<file path="src/gem_csc_pkg.sv">
////////////////////////////////////////
// GEM/CSC ME1/1 geometry: field widths, region limits
// and the pad/roll table formulas behind the LUT ROMs
////////////////////////////////////////
`default_nettype none

package gem_csc_pkg;

   localparam int XKY_BITS     = 10;  // eighth-strip key
   localparam int WIRE_BITS    = 7;   // wiregroup
   localparam int PAD_BITS     = 8;
   localparam int ROLL_BITS    = 3;
   localparam int SIZE_BITS    = 3;   // 0 means a single pad
   localparam int CLUSTER_BITS = 14;  // raw cluster word

   localparam int ME1B_XKY_MIN = 0;
   localparam int ME1B_XKY_MAX = 511;
   localparam int ME1A_XKY_MIN = 512;
   localparam int ME1A_XKY_MAX = 895;

   localparam int LAST_PAD  = 191;    // pads beyond this alias to it
   localparam int ME1A_ROLL = 7;      // eta above 2.1

   // me1b keys spread 192 pads over 512 eighth strips
   function automatic logic [XKY_BITS-1:0] me1b_xky_of(input int pad, input logic even);
      return even ? XKY_BITS'(pad * 8 / 3) : XKY_BITS'(ME1B_XKY_MAX - pad * 8 / 3);
   endfunction

   function automatic logic [XKY_BITS-1:0] me1a_xky_of(input int pad, input logic even);
      return even ? XKY_BITS'(ME1A_XKY_MIN + pad * 2) : XKY_BITS'(ME1A_XKY_MAX - pad * 2);
   endfunction

   // odd chambers are mirrored, so lo/hi come out swapped
   function automatic logic [WIRE_BITS-1:0] wg_lo_of(input int roll, input logic even);
      return even ? WIRE_BITS'(roll * 6) : WIRE_BITS'(47 - roll * 6);
   endfunction

   function automatic logic [WIRE_BITS-1:0] wg_hi_of(input int roll, input logic even);
      return even ? WIRE_BITS'(roll * 6 + 5) : WIRE_BITS'(47 - (roll * 6 + 5));
   endfunction

endpackage

`default_nettype wire

</file>
<file path="src/gem_csc_cfg_pkg.sv">
////////////////////////////////////////
// match configuration: opcodes, control states, defaults
////////////////////////////////////////
`default_nettype none

package gem_csc_cfg_pkg;

   typedef enum logic [1:0] {
      OP_SET_HS_WINDOW = 2'd0,  // data[4:0]
      OP_SET_WG_WINDOW = 2'd1,  // data[2:0]
      OP_SET_ENABLES   = 2'd2,  // data[0] match, [1] me1a, [2] me1b
      OP_SET_PARITY    = 2'd3   // data[0] even chamber
   } cfg_op_e;

   typedef enum logic {
      ST_RUN   = 1'b0,
      ST_FLUSH = 1'b1
   } ctrl_state_e;

   localparam int HS_WIN_BITS = 5;
   localparam int WG_WIN_BITS = 3;

   localparam logic [HS_WIN_BITS-1:0] HS_WINDOW_DEF    = '0;
   localparam logic [WG_WIN_BITS-1:0] WG_WINDOW_DEF    = '0;
   localparam logic [2:0]             ENABLES_DEF      = 3'b111;  // me1b, me1a, match
   localparam logic                   EVEN_CHAMBER_DEF = 1'b1;

   localparam int PIPE_DEPTH = 2;  // cycles of results in flight

endpackage

`default_nettype wire

</file>
<file path="src/gem_csc_ifs.sv">
////////////////////////////////////////
// cluster and match configuration interfaces
////////////////////////////////////////
`timescale 1ns/1ps
`default_nettype none


interface match_cfg_if;
   import gem_csc_cfg_pkg::*;

   logic [HS_WIN_BITS-1:0] hs_window;  // half strips
   logic [WG_WIN_BITS-1:0] wg_window;  // wiregroups
   logic match_en, me1a_en, me1b_en;
   logic even_chamber;
   logic flushing;                     // parity change in progress

   modport ctrl (output hs_window, wg_window, match_en, me1a_en, me1b_en, even_chamber, flushing);
   modport dp   (input  hs_window, wg_window, match_en, me1a_en, me1b_en, even_chamber, flushing);
endinterface

`default_nettype wire

</file>
<file path="src/gem_roll_wg_lut.sv">
////////////////////////////////////////
// GEM roll to CSC wiregroup span ROM
////////////////////////////////////////
`timescale 1ns/1ps
`default_nettype none

module gem_roll_wg_lut (
   input  wire logic                              logic_clock,
   match_cfg_if.dp                                cfg,
   input  wire logic [gem_csc_pkg::ROLL_BITS-1:0] roll,
   output logic      [gem_csc_pkg::WIRE_BITS-1:0] wg_lo,
   output logic      [gem_csc_pkg::WIRE_BITS-1:0] wg_hi
);
   import gem_csc_pkg::*;

   localparam int DEPTH = 2 ** ROLL_BITS;

   logic [WIRE_BITS-1:0] lo_even [DEPTH];
   logic [WIRE_BITS-1:0] hi_even [DEPTH];
   logic [WIRE_BITS-1:0] lo_odd  [DEPTH];
   logic [WIRE_BITS-1:0] hi_odd  [DEPTH];

   initial begin
      for (int r = 0; r < DEPTH; r++) begin
         lo_even[r] = wg_lo_of(r, 1'b1);
         hi_even[r] = wg_hi_of(r, 1'b1);
         lo_odd[r]  = wg_lo_of(r, 1'b0);  // odd chamber counts down
         hi_odd[r]  = wg_hi_of(r, 1'b0);
      end
   end

   always_ff @(posedge logic_clock) begin
      wg_lo <= cfg.even_chamber ? lo_even[roll] : lo_odd[roll];
      wg_hi <= cfg.even_chamber ? hi_even[roll] : hi_odd[roll];
   end

endmodule

`default_nettype wire

</file>
<file path="src/flat_wrapper.sv">
// flat-port wrapper written by rule: the top's interface ports become plain ports
module gem_roll_wg_lut_flat import gem_csc_pkg::*;
  (logic_clock, roll, wg_lo, wg_hi, cfg_hs_window, cfg_wg_window, cfg_match_en, cfg_me1a_en, cfg_me1b_en, cfg_even_chamber, cfg_flushing);
  match_cfg_if cfg_i ();
  input  wire logic logic_clock;
  input  wire logic [gem_csc_pkg::ROLL_BITS-1:0] roll;
  output logic      [gem_csc_pkg::WIRE_BITS-1:0] wg_lo;
  output logic      [gem_csc_pkg::WIRE_BITS-1:0] wg_hi;
  input wire logic [$bits(cfg_i.hs_window)-1:0] cfg_hs_window;
  input wire logic [$bits(cfg_i.wg_window)-1:0] cfg_wg_window;
  input wire logic [$bits(cfg_i.match_en)-1:0] cfg_match_en;
  input wire logic [$bits(cfg_i.me1a_en)-1:0] cfg_me1a_en;
  input wire logic [$bits(cfg_i.me1b_en)-1:0] cfg_me1b_en;
  input wire logic [$bits(cfg_i.even_chamber)-1:0] cfg_even_chamber;
  input wire logic [$bits(cfg_i.flushing)-1:0] cfg_flushing;
  assign cfg_i.hs_window = cfg_hs_window;
  assign cfg_i.wg_window = cfg_wg_window;
  assign cfg_i.match_en = cfg_match_en;
  assign cfg_i.me1a_en = cfg_me1a_en;
  assign cfg_i.me1b_en = cfg_me1b_en;
  assign cfg_i.even_chamber = cfg_even_chamber;
  assign cfg_i.flushing = cfg_flushing;
  gem_roll_wg_lut u_core (.logic_clock(logic_clock), .cfg(cfg_i), .roll(roll), .wg_lo(wg_lo), .wg_hi(wg_hi));
endmodule
</file>
<file path="config.mk">
export PLATFORM = sky130hd
export DESIGN_NAME = gem_roll_wg_lut_flat
export DESIGN_NICKNAME = d
export VERILOG_FILES = /design/src/gem_csc_pkg.sv /design/src/gem_csc_cfg_pkg.sv /design/src/gem_csc_ifs.sv /design/src/gem_roll_wg_lut.sv /design/src/flat_wrapper.sv
export SDC_FILE = /design/constraint.sdc
export NUM_CORES = 1
export LEC_CHECK = 0
export BUFFER_PORTS_ARGS = -buffer_cell sky130_fd_sc_hd__buf_2
export CORE_AREA = 3 3 40 42
export DETAILED_ROUTE_END_ITERATION = 7
export DIE_AREA = 0 0 43 45
export PLACE_DENSITY_LB_ADDON = 0.15
export SYNTH_ARGS = -nofsm -noshare
export SYNTH_HDL_FRONTEND = slang
export SYNTH_SLANG_ARGS = --single-unit
</file>
<file path="constraint.sdc">
create_clock -name logic_clock -period 1.2 [get_ports logic_clock]
set_clock_uncertainty 0.05 [all_clocks]
set_input_delay 0.24 -clock logic_clock [delete_from_list [all_inputs] [get_ports logic_clock]]
set_output_delay 0.24 -clock logic_clock [all_outputs]
set_load 0.05 [all_outputs]
</file>
# [Yosys cells after proc, flatten, opt, wreduce, memory -nomap -nowiden]
# Memories as Yosys holds them, arrays and structs flattened.
# Index checks and enable logic that the tools add are counted.
[op_classes] mux=2
[ops] cell="2-to-1 mux 7 bit" n=2
[totals] romBits=160 word_cells=8 n_memories=4 output_inout_bits=14 input_bits=17 reg_bits=14
[memory_table] name="u_core.hi_even" depth=8 word_bits=5 rd=1 rd_ports_with_merged_regs=0 wr=0 line="gem_roll_wg_lut.sv:19" text="logic [WIRE_BITS-1:0] hi_even [DEPTH];"
[memory_table] name="u_core.hi_odd" depth=8 word_bits=5 rd=1 rd_ports_with_merged_regs=0 wr=0 line="gem_roll_wg_lut.sv:21" text="logic [WIRE_BITS-1:0] hi_odd [DEPTH];"
[memory_table] name="u_core.lo_even" depth=8 word_bits=5 rd=1 rd_ports_with_merged_regs=0 wr=0 line="gem_roll_wg_lut.sv:18" text="logic [WIRE_BITS-1:0] lo_even [DEPTH];"
[memory_table] name="u_core.lo_odd" depth=8 word_bits=5 rd=1 rd_ports_with_merged_regs=0 wr=0 line="gem_roll_wg_lut.sv:20" text="logic [WIRE_BITS-1:0] lo_odd [DEPTH];"

# [Depth between registers and ports, before layout]
# An unclocked memory read counts as a cell.
[depth] ltp_word=2 depth_mapped=4 depth_no_buf=4

# [Least setup slack after synthesis]
# Ideal clock, no wire load.
[synth_path] path_type="flip-flop to output port" start="register, netlist name u_core.wg_hi[1]" end="output wg_lo[1] (netlist bit)" n_path_buf=1 t_arrival_ps=894 path_stages_with_launch=2 required_time_ps=910 slack_ps=16 path_cell_list="dfxtp_1 buf_4"
[synth_lines] element="end: declaration" line="flat_wrapper.sv:7" text="output logic [gem_csc_pkg::WIRE_BITS-1:0] wg_lo;"

==> flow_summary.json <==
{
  "status": "finished clean",
  "yosysTopAreaCellShare_pct": 46.44,
  "initial_utilization_pct": 36.90,
  "drive_gt1_share_pct": 35.94,
  "cts_tree": "yes",
  "slowest_stage": "dfxtp_1",
  "routed-wl-met2_um": 314,
  "synth_top_cell_by_area": "dfxtp_1",
  "final_common_cell": "buf_2",
  "boundaryPins": 31,
  "drv_cap": 0,
  "cpPeakStageDelay_ns": 0.32,
  "grt_overflow": 0,
  "crit_start": "u_core.wg_hi[1]",
  "hold_depth": 1,
  "ys_top_cells_by_area": "dfxtp_1 (46%), ha_1 (21%), buf_4 (4.7%)",
  "clock.fmax_mhz": 883.8,
  "cts_resized": 0,
  "finalSetupViolations": 0,
  "hold_violations": 0,
  "synth-seq-cells": 11,
  "cp_num_cells": 1,
  "grt_antenna_before_repair": 0,
  "syn-cell-area_um2": 474.2,
  "rows": 13,
  "fp.dieW_um": 43,
  "hold_ws_ns": 0.1469,
  "io_buffers": 16,
  "worst-path-buf-inv": 1,
  "rsz0062_at_grt": "false",
  "netlist_instances": 44,
  "detail_route.wl_per_cell_um": 8.924,
  "ir_drop_mv": 0.5764,
  "hp-class": "primary input to register",
  "drt_iter0_markers": 6,
  "clockRootBuffer": "clkbuf_4",
  "track_usage_pct": 8.340,
  "dp_hpwl_um": 546.8,
  "syn2layout_area_growth_pct": 24.80,
  "grt_pass1_wl_um": 1097,
  "die_y_um": 45,
  "fillers": 127,
  "cts_num_sinks": 11,
  "instances_no_fill": 79,
  "cp_max_fo": 2,
  "m1WireLength_um": 306,
  "ys_seq_area_share_pct": 46.44,
  "h-tree-depth": 1,
  "end_kind": "output pin",
  "slew_violations": 0,
  "synth_warnings": 0,
  "dr.pass1.iters": 4,
  "place_inst": 75,
  "p_leak_nw": 0.3193,
  "final_cell_mix": "buf_2 (16), dfxtp_1 (11), ha_1 (8)",
  "critPathLaunchType": "register",
  "num_vias": 323,
  "critPathKind": "register to output pin",
  "drt-total-wl_um": 705,
  "setup-tns-final_ns": 0,
  "grt_max_degree": 10,
  "gp_congestion": 0.7410,
  "cpLargestDelayFamily": "flip-flops",
  "cts.clk_slew.worst_paths_ns": 0.07,
  "n_antenna_cell": 0,
  "finalCritPeriodShare_pct": 94.29,
  "worstPathArrival_ns": 0.84,
  "viasPerCell": 4.089,
  "cts_buffers": 3,
  "powerDensity_nw_per_um2": 1544,
  "ys_types": 15,
  "postCtsHoldBufs": 0,
  "met3_length_um": 80,
  "synth.avg_cell_area_um2": 10.78,
  "clockBufferDepth": 2,
  "die_area_um2": 1935,
  "ant_nets": 0,
  "maxUsedRoutingLayer": "met4",
  "first_global_vias": 271,
  "post_cts_buffers": 0,
  "crit_chain": "buf_2",
  "min_from": "cfg_even_chamber",
  "min_period_ns": 1.132,
  "worstPathRequired_ns": 0.91,
  "drc": 0,
  "final_nets": 90,
  "layout_setup_ws_ns": 0.06848,
  "pre_cts_ws_ns": 0.07982,
  "core_area_um2": 1285
}
worst paths after layout:
kind	endpoint
max	wg_lo[1]
min	u_core.wg_hi[0]
cell usage after synthesis:
cell	count
a21oi_1	1
buf_4	3
buf_6	1
conb_1	1
dfxtp_1	11
ha_1	8
inv_1	6
mux2_2	1
mux2i_1	2
nand2_1	2
nor3_1	1
o21ai_0	3
or3_1	2
xnor2_1	1
xor2_1	1
cells by family (layout without fill, tap and decap cells):
kind of cell	after synthesis	after routing	synth area share, %
compound gates	4	4	4.220
xor+xnor	2	2	3.695
fa+ha+maj	8	8	21.11
buf+inv	10	29	11.87
flops	11	11	46.44
mux	3	3	6.596
other cells	1	2	0.7908
simple gates	5	5	5.276
per-layer routing:
metal,track usage [%],up-vias
li1,-,172
met1,8.717,136
met2,11.98,13
met3,3.586,2
met4,9.036,0
met5,0,-
area by class of cell:
type / instances / area (um^2) / share of cell area (%)
tap: 15 / 18.77 / 3.171
clock buffer: 4 / 26.28 / 4.440
inverter: 6 / 22.52 / 3.805
timing repair buffer: 19 / 102.6 / 17.34
multi-input combinational: 24 / 201.4 / 34.04
sequential: 11 / 220.2 / 37.21
where the power goes:
group | internal [mW] | leakage [nW] | total [mW] | switching, mW
combinational | 0.0608 | 0.212 | 0.263 | 0.202
sequential | 0.401 | 0.0926 | 0.407 | 0.00674
clock | 0.128 | 0.0150 | 0.243 | 0.115
sequential cells by signal (all words and copies together), names as in the netlist:
signal and count:
u_core.wg_hi 6, u_core.wg_lo 5
stage by stage:
stage / total power [mW] / instance area [um^2] / utilization (%)
floorplan: 0.6284 / 478.0 / -
global placement: 0.6791 / 565.5 / 44.01
detailed placement: 0.6802 / 565.5 / 44.01
CTS: 0.9309 / 591.8 / 46.06
global route: 0.9527 / 591.8 / 46.06
finish: 0.9138 / 591.8 / 46.06
Note: power is estimated with default switching activity, not from simulation.
