[config.mk]
export PLATFORM = sky130hd
export DESIGN_NAME = cluster_match_ctrl_flat
export DESIGN_NICKNAME = d
export VERILOG_FILES = /design/src/gem_csc_cfg_pkg.sv /design/src/gem_csc_ifs.sv /design/src/cluster_match_ctrl.sv /design/src/flat_wrapper.sv
export SDC_FILE = /design/constraint.sdc
export NUM_CORES = 1
export LEC_CHECK = 0
export ABC_AREA = 1
export BUFFER_PORTS_ARGS = -buffer_cell sky130_fd_sc_hd__buf_2
export CAP_MARGIN = 20
export CORE_MARGIN = 3
export CORE_UTILIZATION = 45
export CTS_CLUSTER_DIAMETER = 60
export DETAILED_ROUTE_END_ITERATION = 12
export PLACE_DENSITY = 0.74
export SLEW_MARGIN = 20
export SYNTH_ARGS = -nofsm -noshare
export SYNTH_HDL_FRONTEND = slang
export SYNTH_SLANG_ARGS = --single-unit
[constraint.sdc]
create_clock -name logic_clock -period 1.36 [get_ports logic_clock]
set_input_delay 0.136 -clock logic_clock [delete_from_list [all_inputs] [get_ports logic_clock]]
set_output_delay 0.136 -clock logic_clock [all_outputs]
set_load 0.03 [all_outputs]
[src/gem_csc_cfg_pkg.sv]
////////////////////////////////////////
// match configuration: opcodes, control states, defaults
////////////////////////////////////////
`default_nettype none

package gem_csc_cfg_pkg;

   typedef enum logic [1:0] {
      OP_SET_HS_WINDOW = 2'd0,  // data[4:0]
      OP_SET_WG_WINDOW = 2'd1,  // data[2:0]
      OP_SET_ENABLES   = 2'd2,  // data[0] match, [1] me1a, [2] me1b
      OP_SET_PARITY    = 2'd3   // data[0] even chamber
   } cfg_op_e;

   typedef enum logic {
      ST_RUN   = 1'b0,
      ST_FLUSH = 1'b1
   } ctrl_state_e;

   localparam int HS_WIN_BITS = 5;
   localparam int WG_WIN_BITS = 3;

   localparam logic [HS_WIN_BITS-1:0] HS_WINDOW_DEF    = '0;
   localparam logic [WG_WIN_BITS-1:0] WG_WINDOW_DEF    = '0;
   localparam logic [2:0]             ENABLES_DEF      = 3'b111;  // me1b, me1a, match
   localparam logic                   EVEN_CHAMBER_DEF = 1'b1;

   localparam int PIPE_DEPTH = 2;  // cycles of results in flight

endpackage

`default_nettype wire

[src/gem_csc_ifs.sv]
////////////////////////////////////////
// cluster and match configuration interfaces
////////////////////////////////////////
`timescale 1ns/1ps
`default_nettype none


interface match_cfg_if;
   import gem_csc_cfg_pkg::*;

   logic [HS_WIN_BITS-1:0] hs_window;  // half strips
   logic [WG_WIN_BITS-1:0] wg_window;  // wiregroups
   logic match_en, me1a_en, me1b_en;
   logic even_chamber;
   logic flushing;                     // parity change in progress

   modport ctrl (output hs_window, wg_window, match_en, me1a_en, me1b_en, even_chamber, flushing);
   modport dp   (input  hs_window, wg_window, match_en, me1a_en, me1b_en, even_chamber, flushing);
endinterface

`default_nettype wire

[src/cluster_match_ctrl.sv]
////////////////////////////////////////
// match configuration registers and parity flush FSM
////////////////////////////////////////
`timescale 1ns/1ps
`default_nettype none

module cluster_match_ctrl (
   input  wire logic                      logic_clock,
   input  wire logic                      rst_n,
   input  wire logic                      cfg_wr,    // one-cycle write strobe
   input  wire gem_csc_cfg_pkg::cfg_op_e  cfg_op,
   input  wire logic [7:0]                cfg_data,
   match_cfg_if.ctrl                      cfg
);
   import gem_csc_cfg_pkg::*;

   localparam int CNT_BITS = $clog2(PIPE_DEPTH + 1);

   ctrl_state_e         state;
   logic [CNT_BITS-1:0] flush_cnt;  // cycles left in flush
   logic                parity_wr;

   // a parity write only matters if it flips the chamber type
   assign parity_wr = cfg_wr && (cfg_op == OP_SET_PARITY) &&
                      (cfg_data[0] != cfg.even_chamber);

   // config registers, new values seen the cycle after the strobe
   always_ff @(posedge logic_clock or negedge rst_n) begin
      if (!rst_n) begin
         cfg.hs_window    <= HS_WINDOW_DEF;
         cfg.wg_window    <= WG_WINDOW_DEF;
         cfg.match_en     <= ENABLES_DEF[0];
         cfg.me1a_en      <= ENABLES_DEF[1];
         cfg.me1b_en      <= ENABLES_DEF[2];
         cfg.even_chamber <= EVEN_CHAMBER_DEF;
      end else if (cfg_wr) begin
         case (cfg_op)
            OP_SET_HS_WINDOW: cfg.hs_window <= cfg_data[HS_WIN_BITS-1:0];
            OP_SET_WG_WINDOW: cfg.wg_window <= cfg_data[WG_WIN_BITS-1:0];
            OP_SET_ENABLES: begin
               cfg.match_en <= cfg_data[0];
               cfg.me1a_en  <= cfg_data[1];
               cfg.me1b_en  <= cfg_data[2];
            end
            OP_SET_PARITY:    cfg.even_chamber <= cfg_data[0];
            default: ;
         endcase
      end
   end

   // flush covers the clusters read with the old tables
   always_ff @(posedge logic_clock or negedge rst_n) begin
      if (!rst_n) begin
         state     <= ST_RUN;
         flush_cnt <= '0;
      end else if (parity_wr) begin   // restarts if already flushing
         state     <= ST_FLUSH;
         flush_cnt <= CNT_BITS'(PIPE_DEPTH - 1);
      end else begin
         case (state)
            ST_FLUSH: begin
               if (flush_cnt == '0) state <= ST_RUN;
               else flush_cnt <= flush_cnt - 1'b1;
            end
            default: state <= ST_RUN;
         endcase
      end
   end

   assign cfg.flushing = (state == ST_FLUSH);

endmodule

`default_nettype wire

[src/flat_wrapper.sv]
// flat-port wrapper written by rule: the top's interface ports become plain ports
module cluster_match_ctrl_flat import gem_csc_cfg_pkg::*;
  (logic_clock, rst_n, cfg_wr, cfg_op, cfg_data, cfg_hs_window, cfg_wg_window, cfg_match_en, cfg_me1a_en, cfg_me1b_en, cfg_even_chamber, cfg_flushing);
  match_cfg_if cfg_i ();
  input  wire logic logic_clock;
  input  wire logic rst_n;
  input  wire logic cfg_wr;
  input  wire gem_csc_cfg_pkg::cfg_op_e cfg_op;
  input  wire logic [7:0] cfg_data;
  output wire logic [$bits(cfg_i.hs_window)-1:0] cfg_hs_window;
  output wire logic [$bits(cfg_i.wg_window)-1:0] cfg_wg_window;
  output wire logic [$bits(cfg_i.match_en)-1:0] cfg_match_en;
  output wire logic [$bits(cfg_i.me1a_en)-1:0] cfg_me1a_en;
  output wire logic [$bits(cfg_i.me1b_en)-1:0] cfg_me1b_en;
  output wire logic [$bits(cfg_i.even_chamber)-1:0] cfg_even_chamber;
  output wire logic [$bits(cfg_i.flushing)-1:0] cfg_flushing;
  assign cfg_hs_window = cfg_i.hs_window;
  assign cfg_wg_window = cfg_i.wg_window;
  assign cfg_match_en = cfg_i.match_en;
  assign cfg_me1a_en = cfg_i.me1a_en;
  assign cfg_me1b_en = cfg_i.me1b_en;
  assign cfg_even_chamber = cfg_i.even_chamber;
  assign cfg_flushing = cfg_i.flushing;
  cluster_match_ctrl u_core (.logic_clock(logic_clock), .rst_n(rst_n), .cfg_wr(cfg_wr), .cfg_op(cfg_op), .cfg_data(cfg_data), .cfg(cfg_i));
endmodule
# [Yosys cells after proc, flatten, opt, wreduce, memory -nomap -nowiden]
# Cells that the tools add are included.
[totals] elab_cells=30 reg_bits=15 out_inout_bits=13
[op_classes] eq_ne=5 n_addsub=1 mux=6 reduce_logical=10
[op_table] cell="2-bit AND reduction" count=5
[op_table] cell="2-bit 2-to-1 mux" count=3
[op_table] cell="2-bit equality test (second input constant)" count=2
[op_table] cell="2-bit logical NOT" count=2
[op_table] cell="1-bit 2-to-1 mux" count=3
[op_table] cell="2-bit by 1-bit equality test with 1-bit output (second input constant)" count=1
[op_table] cell="1-bit logical AND" count=2
[op_table] cell="2-bit by 1-bit inequality test with 1-bit output (second input constant)" count=1
[op_table] cell="2-bit nonzero test" count=1
[op_table] cell="2-bit by 1-bit subtractor with 2-bit output (second input constant)" count=1
[op_table] cell="1-bit inequality test" count=1

# [Depth between registers and ports, before layout]
# Gate-level depths: netlist of run 1.
[depth] ltp_word=5 mapped_depth=8

# [Least setup slack after synthesis of run 1]
# No wires, ideal clock.
[synth_timing] path_type="reg2reg" from="reg u_core.cfg.even_chamber" to="reg u_core.flush_cnt[0]" setup_ps=118 t_arrival_ps=892 path_stages_with_launch=6 path_slack_ps=350 n_path_buf=0 period_less_slack_ps=1010 path_cell_list="dfstp_2 > inv_1 > nand2_1 > nand2_1 > nand2_1 > nand2_1"
[synth_between] elab_chain_len=4
[synth_rtl] element="start: declaration" line_no="gem_csc_ifs.sv:17" source="modport ctrl (output hs_window, wg_window, match_en, me1a_en, me1b_en, even_chamber, flushing);"
[synth_rtl] element="start signal: assignment" line_no="cluster_match_ctrl.sv:45" source="OP_SET_PARITY: cfg.even_chamber <= cfg_data[0];"
[synth_rtl] element="1-bit inequality test (*)" line_no="cluster_match_ctrl.sv:25" source="(cfg_data[0] != cfg.even_chamber);"
[synth_rtl] element="1-bit logical AND (*)" line_no="cluster_match_ctrl.sv:24" source="assign parity_wr = cfg_wr && (cfg_op == OP_SET_PARITY) &&"
[synth_rtl] element="2-bit by 1-bit inequality test with 1-bit output (no source line) or 2-bit nonzero test (tied branches)"
[synth_rtl] element="2-bit AND reduction (no source line)"
[synth_rtl] element="end signal: assignment" line_no="cluster_match_ctrl.sv:58" source="flush_cnt <= CNT_BITS'(PIPE_DEPTH - 1);"
[synth_rtl] element="end signal: assignment" line_no="cluster_match_ctrl.sv:63" source="else flush_cnt <= flush_cnt - 1'b1;"
[synth_rtl] element="end: declaration" line_no="cluster_match_ctrl.sv:20" source="logic [CNT_BITS-1:0] flush_cnt;"
# Every way passes the cells marked *; elsewhere a longest branch is shown, timed or not.
# A chain may end at the register's enable or synchronous reset.

# [Worst setup path after layout of run 1]
[layout_timing] from="reg u_core.cfg.even_chamber" to="out cfg_even_chamber"
[layout_lines] element="end: declaration" line_no="flat_wrapper.sv:15" source="output wire logic [$bits(cfg_i.even_chamber)-1:0] cfg_even_chamber;"
# No word-level cell between the ends.

==> metrics.cfg, run 1 <==
[logic_synthesis]
synth.lib_cells_used.distinct=9
synthMuxAreaShare=0
yosys.area_share.adder=0.0197
ys_top_cells_by_area=dfrtp_1 (43%), dfstp_2 (17%), nand2_1 (15%), o21ai_0 (9.4%), inv_1 (8.3%)
postSynthNetCount=87
synth.ff_latch_count=15
main_combinational_cell_family_by_area_after_synthesis=simple AND/OR/NAND/NOR gates
ys_warn_count=0
synth.largest_area_cell=dfrtp_1
synth-simple-area-share=0.205
synth_sequential_area_ratio=0.598
netlist.area_leader.share=0.433
synth.cell_area_um2=636
synthesis.area_per_instance_um2=8.71
synth_compound_gate_area_share=0.0945
netlist_instances=73
yosys.area_share.xor_xnor=0

[clocking]
clkLatencyLatePin_ps=280
post_cts_resize_count=0
numCtsBuffers=3
clockBufferDepth=2
clk_pin_slew_ps=90
cts_root_buffer=clkbuf_4
tritoncts_clock_tree=yes
cts_h_tree_lvls=1
cts.sinks=15

[critical_path]
crit_path_start_kind=flip-flop
path_class=reg -> out
critical-path-max-stage-delay_ps=550
worstPathMaxFanout=3
cpMaxStageDelayCell=dfstp_2
worst_ep_required_time_ps=1220
critPathLaunch=u_core.cfg.even_chamber$_DFFE_PN1P_
timing.critical_path.arrival_ps=1030
cpLargestDelayFamily=flip-flops
critical_path.n_buffers_inverters=1
reg2reg_from=u_core.flush_cnt[0]$_DFFE_PN0P_
crit_chain=buf_2
worstSetupEndpointType=output port

[pwr]
power.leakage_nw=0.469
net_sw_frac=0.385
power.combinational.fraction=0.338
peakVddDrop_mv=0.848
net-switching-power_mw=0.498
pwr-share-seq=0.465
cellPowerDensity_nw_per_um2=1620
power_report.internal_total_mw=0.797
clkPwrFrac=0.197

[worst_hold_path]
holdCritStartpoint=cfg_data[0]
worst_min_delay_path_class=in -> reg

[detailed_routing]
via_count=539
routedWlPerCell_um=11.0
totalWireLength_mm=1.25
drt-vias-per-instance=4.73
drc=0
detailedRoute.firstIterationViolations=14
drt.antenna.violating_nets=0
initial_drt_pass_iterations=4

[finish]
top_library_cells_by_usage_in_the_layout_fill_and_taps_aside=nand2_1 (25), buf_2 (22), inv_1 (14)
flow.area_growth_from_synthesis_pct=26.0
post_route_cells_drive_above_1_share=0.320
nets=115
final_area_um2=801
n_antenna_cell=0
most_common_library_cell_in_the_layout_ignoring_fill_and_taps=nand2_1

[floorplan]
start_util=0.523
io-pin-count=26
core.rowCount=12
fp.coreArea_um2=1220
fp.dieW_um=43.6
die_area_um2=1900
dieHeight_um=43.6

[grt]
grt_overflow_total=0
antenna_found_initial=0
grt_max_degree=16
track_usage=0.155
grt_pass1_vias=530
grt_pass1_wl_mm=2.19

[sta]
layout_worst_path_cycle_share=0.855
final_hold_vio_count=0
timing_max_transition_violations_final=0
fmax_mhz=860
grt_setup_unrepaired=false
setup-tns-final_ps=0
max_slew.worst_pin.slew_ps=331
slew_headroom=0.779
finClkSkew_ps=0.304
final-setup-viol-count=0
min_period_ps=1160

[place]
port_buffers=22
finalWeightedCongestion=0.700
dp_hpwl_um=950
dpl_cell_area_um2=763

[outcome]
status=completed

[run]
drv_cap=0

## what timing repair did
item,CTS,global route
endpoints found under the hold margin,11,0
hold buffers,1,0
setup buffers,0,0
setup endpoints to repair,0,0
## routing by layer
layer	vias to the layer above	track usage	wire (um)
met5	-	0	0
met4	0	0.0723	10
met3	2	0.0373	72
met2	16	0.235	584
met1	243	0.208	586
li1	278	-	-
## tightest hold or removal path: stages
cell and delay, ps:
buf_2 110, nand2_1 50, o21ai_0 70
## flip-flops by register name, indices dropped and copies added (netlist names)
signal,count
u_core.cfg.me1b_en,1
u_core.cfg.wg_window,3
u_core.cfg.flushing,1
u_core.cfg.hs_window,5
u_core.cfg.me1a_en,1
u_core.flush_cnt,2
u_core.cfg.match_en,1
u_core.cfg.even_chamber,1
## area by class of cell
type	count	area, um^2
multi-input combinational	44	203
inverter	14	52.6
timing repair buffer	23	120
clock buffer	3	22.5
fill	104	415
sequential	15	380
tap	14	17.5
clock inverter	1	5.00
## cell usage after synthesis
cell and instances:
dfrtp_1 11, dfstp_2 4, ha_1 1, inv_1 14
nand2_1 25, nand3_1 4, nand3_2 1, nor2_2 1
o21ai_0 12
## logic make-up after synthesis
group	count (synthesis)
adders and majority gates	1
buffers and inverters	14
DFF	15
and+or+nand+nor	31
AOI/OAI and AO/OA	12
## metrics by stage
step | utilization | instances | total power [mW] | hold WS [ps] | setup WS [ps]
2_1_floorplan | - | 73 | 0.913 | -160 | 350
3_3_place_gp | 0.628 | 109 | 1.02 | 50.0 | 331
3_5_place_dp | 0.628 | 109 | 1.05 | 54.2 | 267
4_1_cts | 0.658 | 114 | 1.31 | 73.1 | 184
5_1_grt | 0.658 | 114 | 1.39 | 82.5 | 118
6_report | 0.658 | 114 | 1.30 | 83.9 | 197
## path summary, 6_finish.rpt
path	endpoint	slack (ps)	cells after the start
min	u_core.cfg.even_chamber$_DFFE_PN1P_	80	3
max	cfg_even_chamber	200	1
max in group asynchronous	u_core.cfg.me1b_en$_DFFE_PN1P_	780	2
min reg2reg	u_core.cfg.hs_window[4]$_DFFE_PN0P_	490	2
max reg2reg	u_core.flush_cnt[0]$_DFFE_PN0P_	260	8
min in group asynchronous	u_core.cfg.hs_window[0]$_DFFE_PN0P_	280	2
## power groups by stage
stage	clock network, mW	registers, mW	logic [mW]
after CTS	0.263	0.602	0.445
after detailed placement	0	0.610	0.441
after floorplan	0	0.742	0.171
final	0.255	0.602	0.439
after global routing	0.289	0.617	0.488
after global placement	0	0.605	0.418
(Power assumes the default switching activity.)
==> inputs of run 2 (changes only) <==
CORE_UTILIZATION = 48   (was 45)
CTS_BUF_LIST = sky130_fd_sc_hd__clkbuf_4   (was default)
PLACE_DENSITY = 0.79   (was 0.74)
==> run 2 against run 1 <==
  * Setup slack got worse by 5.1 ps
  * Register-to-register slack improved by 20 ps
  * Maximum frequency fell by 0.44%
  * Global-route usage rose by 2.3 points
  * Die area fell by 5.4%
  * Worst hold slack improved by 0.75 ps
  * Critical path type unchanged
  * Cell area rose by 0.31%
  * Clock skew barely moved
==> metrics.cfg, run 2 (synthesis results as in run 1) <==
[pwr]
power_report.internal_total_mw=0.820
clkPwrFrac=0.214
total_power_mw=1.32
net-switching-power_mw=0.497
power.combinational.fraction=0.329
peakVddDrop_mv=0.928
pwr-share-seq=0.457
power.leakage_nw=0.469
net_sw_frac=0.377
cellPowerDensity_nw_per_um2=1640

[finish]
final_area_um2=803
most_common_library_cell_in_the_layout_ignoring_fill_and_taps=nand2_1
largest_register_ff_count=5
instances_no_fill=114
biggestRegsByFlops=u_core.cfg.hs_window: 5 flops, u_core.cfg.wg_window: 3 flops, u_core.flush_cnt: 2 flops
flow.area_growth_from_synthesis_pct=26.4
top_library_cells_by_usage_in_the_layout_fill_and_taps_aside=nand2_1 (25), buf_2 (22), inv_1 (14)
largest-register=u_core.cfg.hs_window
n_antenna_cell=0
post_route_cells_drive_above_1_share=0.320
final_core_utilization=0.686
nets=115

[detailed_routing]
routedWlPerCell_um=11.8
drt-vias-per-instance=4.89
drt.antenna.violating_nets=0
initial_drt_pass_iterations=4
drc=0
totalWireLength_mm=1.34
detailedRoute.firstIterationViolations=7
via_count=558

[worst_hold_path]
worst_min_delay_path_class=in -> reg

[outcome]
status=completed

[critical_path]
cpMaxStageDelayCell=dfstp_2
crit_path_start_kind=flip-flop
crit_chain=buf_2
critical-path-max-stage-delay_ps=550
worstPathMaxFanout=3
critical_path.n_buffers_inverters=1
worst_ep_required_time_ps=1220
worstSetupEndpointType=output port
cpLargestDelayFamily=flip-flops
timing.critical_path.arrival_ps=1030
path_class=reg -> out

[sta]
setup-tns-final_ps=0
finalWorstSetupSlack_ps=192
slew_headroom=0.778
finClkSkew_ps=0.120
final-setup-viol-count=0
grt_setup_unrepaired=false
max_slew.worst_pin.slew_ps=333
hold-worst-slack_ps=84.7
layout_worst_path_cycle_share=0.859
final_hold_vio_count=0
fmax_mhz=856
min_period_ps=1170
timing_max_transition_violations_final=0

[place]
place_worst_setup_slack_ps=303
finalWeightedCongestion=0.753
dp_hpwl_mm=1.01
dpl_cell_area_um2=763
port_buffers=22
placedCellCount=109

[grt]
grt_overflow_total=0
grt_max_degree=16
track_usage=0.178
grt_pass1_wl_mm=2.30
antenna_found_initial=0
grt_pass1_vias=571

[floorplan]
die_area_um2=1800
fp.dieW_um=42.4
dieHeight_um=42.4
fp.coreArea_um2=1170
core.rowCount=12
start_util=0.543
io-pin-count=26

[clocking]
clkLatencyLatePin_ps=290
cts.sinks=15
clk_pin_slew_ps=90
clockBufferDepth=2
cts_root_buffer=clkbuf_4
tritoncts_clock_tree=yes
cts_h_tree_lvls=1
numCtsBuffers=3
post_cts_resize_count=0

[run]
drv_cap=0

run 2: cell types whose count changed in the layout (fill, tap and decap cells not counted), sizes merged:
cell	change
clkinv	-1
clkbuf	+1
run 2: power by group through the flow:
stage                     Combinational [mW]  Sequential, mW  Clock [mW]
final                                  0.434           0.602       0.282
after global placement                 0.416           0.605           0
after CTS                              0.440           0.602       0.285
after global routing                   0.496           0.618       0.305
after detailed placement               0.434           0.609           0
after floorplan                        0.171           0.742           0
run 2: path summary, 6_finish.rpt:
| path | to | cells after the start | slack (ps) | startpoint |
|---|---|---|---|---|
| max in group asynchronous | u_core.cfg.even_chamber$_DFFE_PN1P_ | 2 | 800 | rst_n |
| min | u_core.cfg.hs_window[4]$_DFFE_PN0P_ | 3 | 80 | cfg_data[4] |
| max reg2reg | u_core.flush_cnt[1]$_DFFE_PN0P_ | 8 | 280 | u_core.flush_cnt[0]$_DFFE_PN0P_ |
| min in group asynchronous | u_core.cfg.hs_window[4]$_DFFE_PN0P_ | 2 | 270 | rst_n |
| min reg2reg | u_core.cfg.wg_window[2]$_DFFE_PN0P_ | 2 | 490 | u_core.cfg.wg_window[2]$_DFFE_PN0P_ |
| max | cfg_even_chamber | 1 | 190 | u_core.cfg.even_chamber$_DFFE_PN1P_ |
run 2: routing by layer:
| metal | vias to the layer above | GRT usage | wire length [um] |
|---|---|---|---|
| met5 | - | 0 | 0 |
| met4 | 0 | 0.130 | 42 |
| met3 | 6 | 0.0386 | 90 |
| met2 | 19 | 0.301 | 680 |
| met1 | 252 | 0.191 | 529 |
| li1 | 281 | - | - |
run 2: tightest hold or removal path, stage by stage:
cell and delay, ps:
buf_2 90, inv_1 30, o21ai_0 70
run 2: cell type report:
cell class	count	area, um^2
sequential	15	380
fill	104	368
multi-input combinational	44	203
timing repair buffer	23	120
inverter	14	52.6
clock buffer	4	30.0
tap	14	17.5
run 2: repair_timing:
item	4_1_cts	5_1_grt
buffers inserted	0	0
hold endpoints to repair	11	0
hold buffers	1	0
==> inputs of run 3 (changes only) <==
BUFFER_PORTS_ARGS = default   (was -buffer_cell sky130_fd_sc_hd__buf_2)
CORE_AREA = 3 3 40 42   (was default)
CORE_MARGIN = default   (was 3)
CORE_UTILIZATION = default   (was 48)
DIE_AREA = 0 0 43 45   (was default)
DONT_BUFFER_PORTS = 1   (was default)
PLACE_DENSITY = 0.62   (was 0.79)
==> run 3 against run 2 <==
  * Routed wire length down 13%
  * Setup slack better by 71 ps
  * Cell area down 11%
  * Critical endpoint is now u_core.flush_cnt[0]$_DFFE_PN0P_
  * Largest cell class unchanged
==> metrics.cfg, run 3 (synthesis results as in run 1) <==
[finish]
flow.area_growth_from_synthesis_pct=12.4
largest_register_ff_count=5
n_antenna_cell=0
nets=95
biggestRegsByFlops=u_core.cfg.hs_window: 5 flops, u_core.cfg.wg_window: 3 flops, u_core.flush_cnt: 2 flops
final_area_um2=714
top_library_cells_by_usage_in_the_layout_fill_and_taps_aside=nand2_1 (25), inv_1 (14), o21ai_0 (12)
largest-register=u_core.cfg.hs_window
instances_no_fill=95
most_common_library_cell_in_the_layout_ignoring_fill_and_taps=nand2_1
post_route_cells_drive_above_1_share=0.125

[critical_path]
worstSetupEndpointType=flip-flop
worstPathMaxFanout=3
worst_ep_required_time_ps=1530
crit_path_start_kind=flip-flop
timing.critical_path.arrival_ps=1270
path_class=reg -> reg
ff2ff_setup_slack_ps=260

[pwr]
cellPowerDensity_nw_per_um2=1720
clkPwrFrac=0.218
net_sw_frac=0.372
pwr-share-seq=0.612
power.combinational.fraction=0.171
net-switching-power_mw=0.457
power.leakage_nw=0.384
power_report.internal_total_mw=0.770
peakVddDrop_mv=0.749

[grt]
grt_pass1_vias=444
grt_max_degree=16
antenna_found_initial=0
grt_overflow_total=0
track_usage=0.137
grt_pass1_wl_mm=1.93

[clocking]
cts_root_buffer=clkbuf_4
clk_pin_slew_ps=90
clkLatencyLatePin_ps=270
tritoncts_clock_tree=yes
clockBufferDepth=2
post_cts_resize_count=0
numCtsBuffers=3
cts.sinks=15
cts_h_tree_lvls=1

[sta]
timing_max_transition_violations_final=0
max_slew.worst_pin.slew_ps=669
final-setup-viol-count=0
setup-tns-final_ps=0
min_period_ps=1100
slew_headroom=0.552
fmax_mhz=912
finClkSkew_ps=0.640
grt_setup_unrepaired=false
layout_worst_path_cycle_share=0.806
final_hold_vio_count=0

[floorplan]
fp.dieW_um=43
start_util=0.495
core.rowCount=13
die_area_um2=1940
io-pin-count=26
fp.coreArea_um2=1280
dieHeight_um=45

[detailed_routing]
met3_length_um=94
drc=0
via_count=458
highest_layer=met4
routedWlPerCell_um=12.3
met1_length_um=540
drt-vias-per-instance=4.82
totalWireLength_mm=1.17
drt.antenna.violating_nets=0
detailedRoute.firstIterationViolations=9
initial_drt_pass_iterations=4
met2_wirelength_um=523

[outcome]
status=completed

[run]
drv_cap=0

[place]
finalWeightedCongestion=0.714
dp_hpwl_um=892
dpl_cell_area_um2=654
placedCellCount=88
port_buffers=0

[worst_hold_path]
worst_min_delay_path_class=in -> reg

run 3: changes by cell type in the layout (fill, tap and decap cells not counted):
cell	before	now
buf_2	22	0
dlygate4sd3_1	1	3
run 3: layout make-up:
| cell class | instances | area [um^2] |
|---|---|---|
| Inverter | 14 | 52.6 |
| Clock buffer | 4 | 30.0 |
| Timing Repair Buffer | 3 | 30.0 |
| Fill cell | 136 | 571 |
| Tap cell | 15 | 18.8 |
| Sequential cell | 15 | 380 |
| Multi-Input combinational cell | 44 | 203 |
run 3: final timing paths:
kind,start,endpoint,cells past startpoint
hold / removal,cfg_data[2],u_core.cfg.me1b_en$_DFFE_PN1P_,2
setup reg to reg,u_core.cfg.even_chamber$_DFFE_PN1P_,u_core.flush_cnt[0]$_DFFE_PN0P_,5
setup / recovery,u_core.cfg.even_chamber$_DFFE_PN1P_,u_core.flush_cnt[0]$_DFFE_PN0P_,5
min in group asynchronous,rst_n,u_core.cfg.hs_window[3]$_DFFE_PN0P_,1
max in group asynchronous,rst_n,u_core.cfg.wg_window[2]$_DFFE_PN0P_,1
hold reg to reg,u_core.flush_cnt[1]$_DFFE_PN0P_,u_core.flush_cnt[1]$_DFFE_PN0P_,4
run 3: worst max-delay path, stage by stage (launching register included):
cell     delay [ps]
dfstp_2         650
inv_1            70
nand2_1          60
nand2_1          40
nand2_1         100
nand2_1          60
run 3: power by group through the flow:
stage	registers [mW]	clock network, mW	logic [mW]
3_3_place_gp	0.760	0	0.187
2_1_floorplan	0.742	0	0.171
3_5_place_dp	0.762	0	0.198
6_report	0.750	0.267	0.210
4_1_cts	0.754	0.272	0.214
5_1_grt	0.765	0.290	0.258
run 3: repair_timing:
| item | 4_1_cts | 5_1_grt |
|---|---|---|
| hold buffers | 3 | 0 |
| buffers inserted | 0 | 0 |
| endpoints found under the hold margin | 17 | 0 |
run 3: through the flow:
step	setup slack [ps]	hold WS, ps	util	total power, mW
final	264	19.5	0.556	1.23
after global routing	151	40.0	0.556	1.31
after global placement	299	-159	0.509	0.946
after detailed placement	266	-159	0.509	0.960
after CTS	254	16.9	0.556	1.24
after floorplan	350	-160	-	0.913
run 3: metal layers:
layer,up-vias,GRT usage
li1,237,-
met1,203,0.171
met2,16,0.207
met3,2,0.0398
met4,0,0.0904
met5,-,0
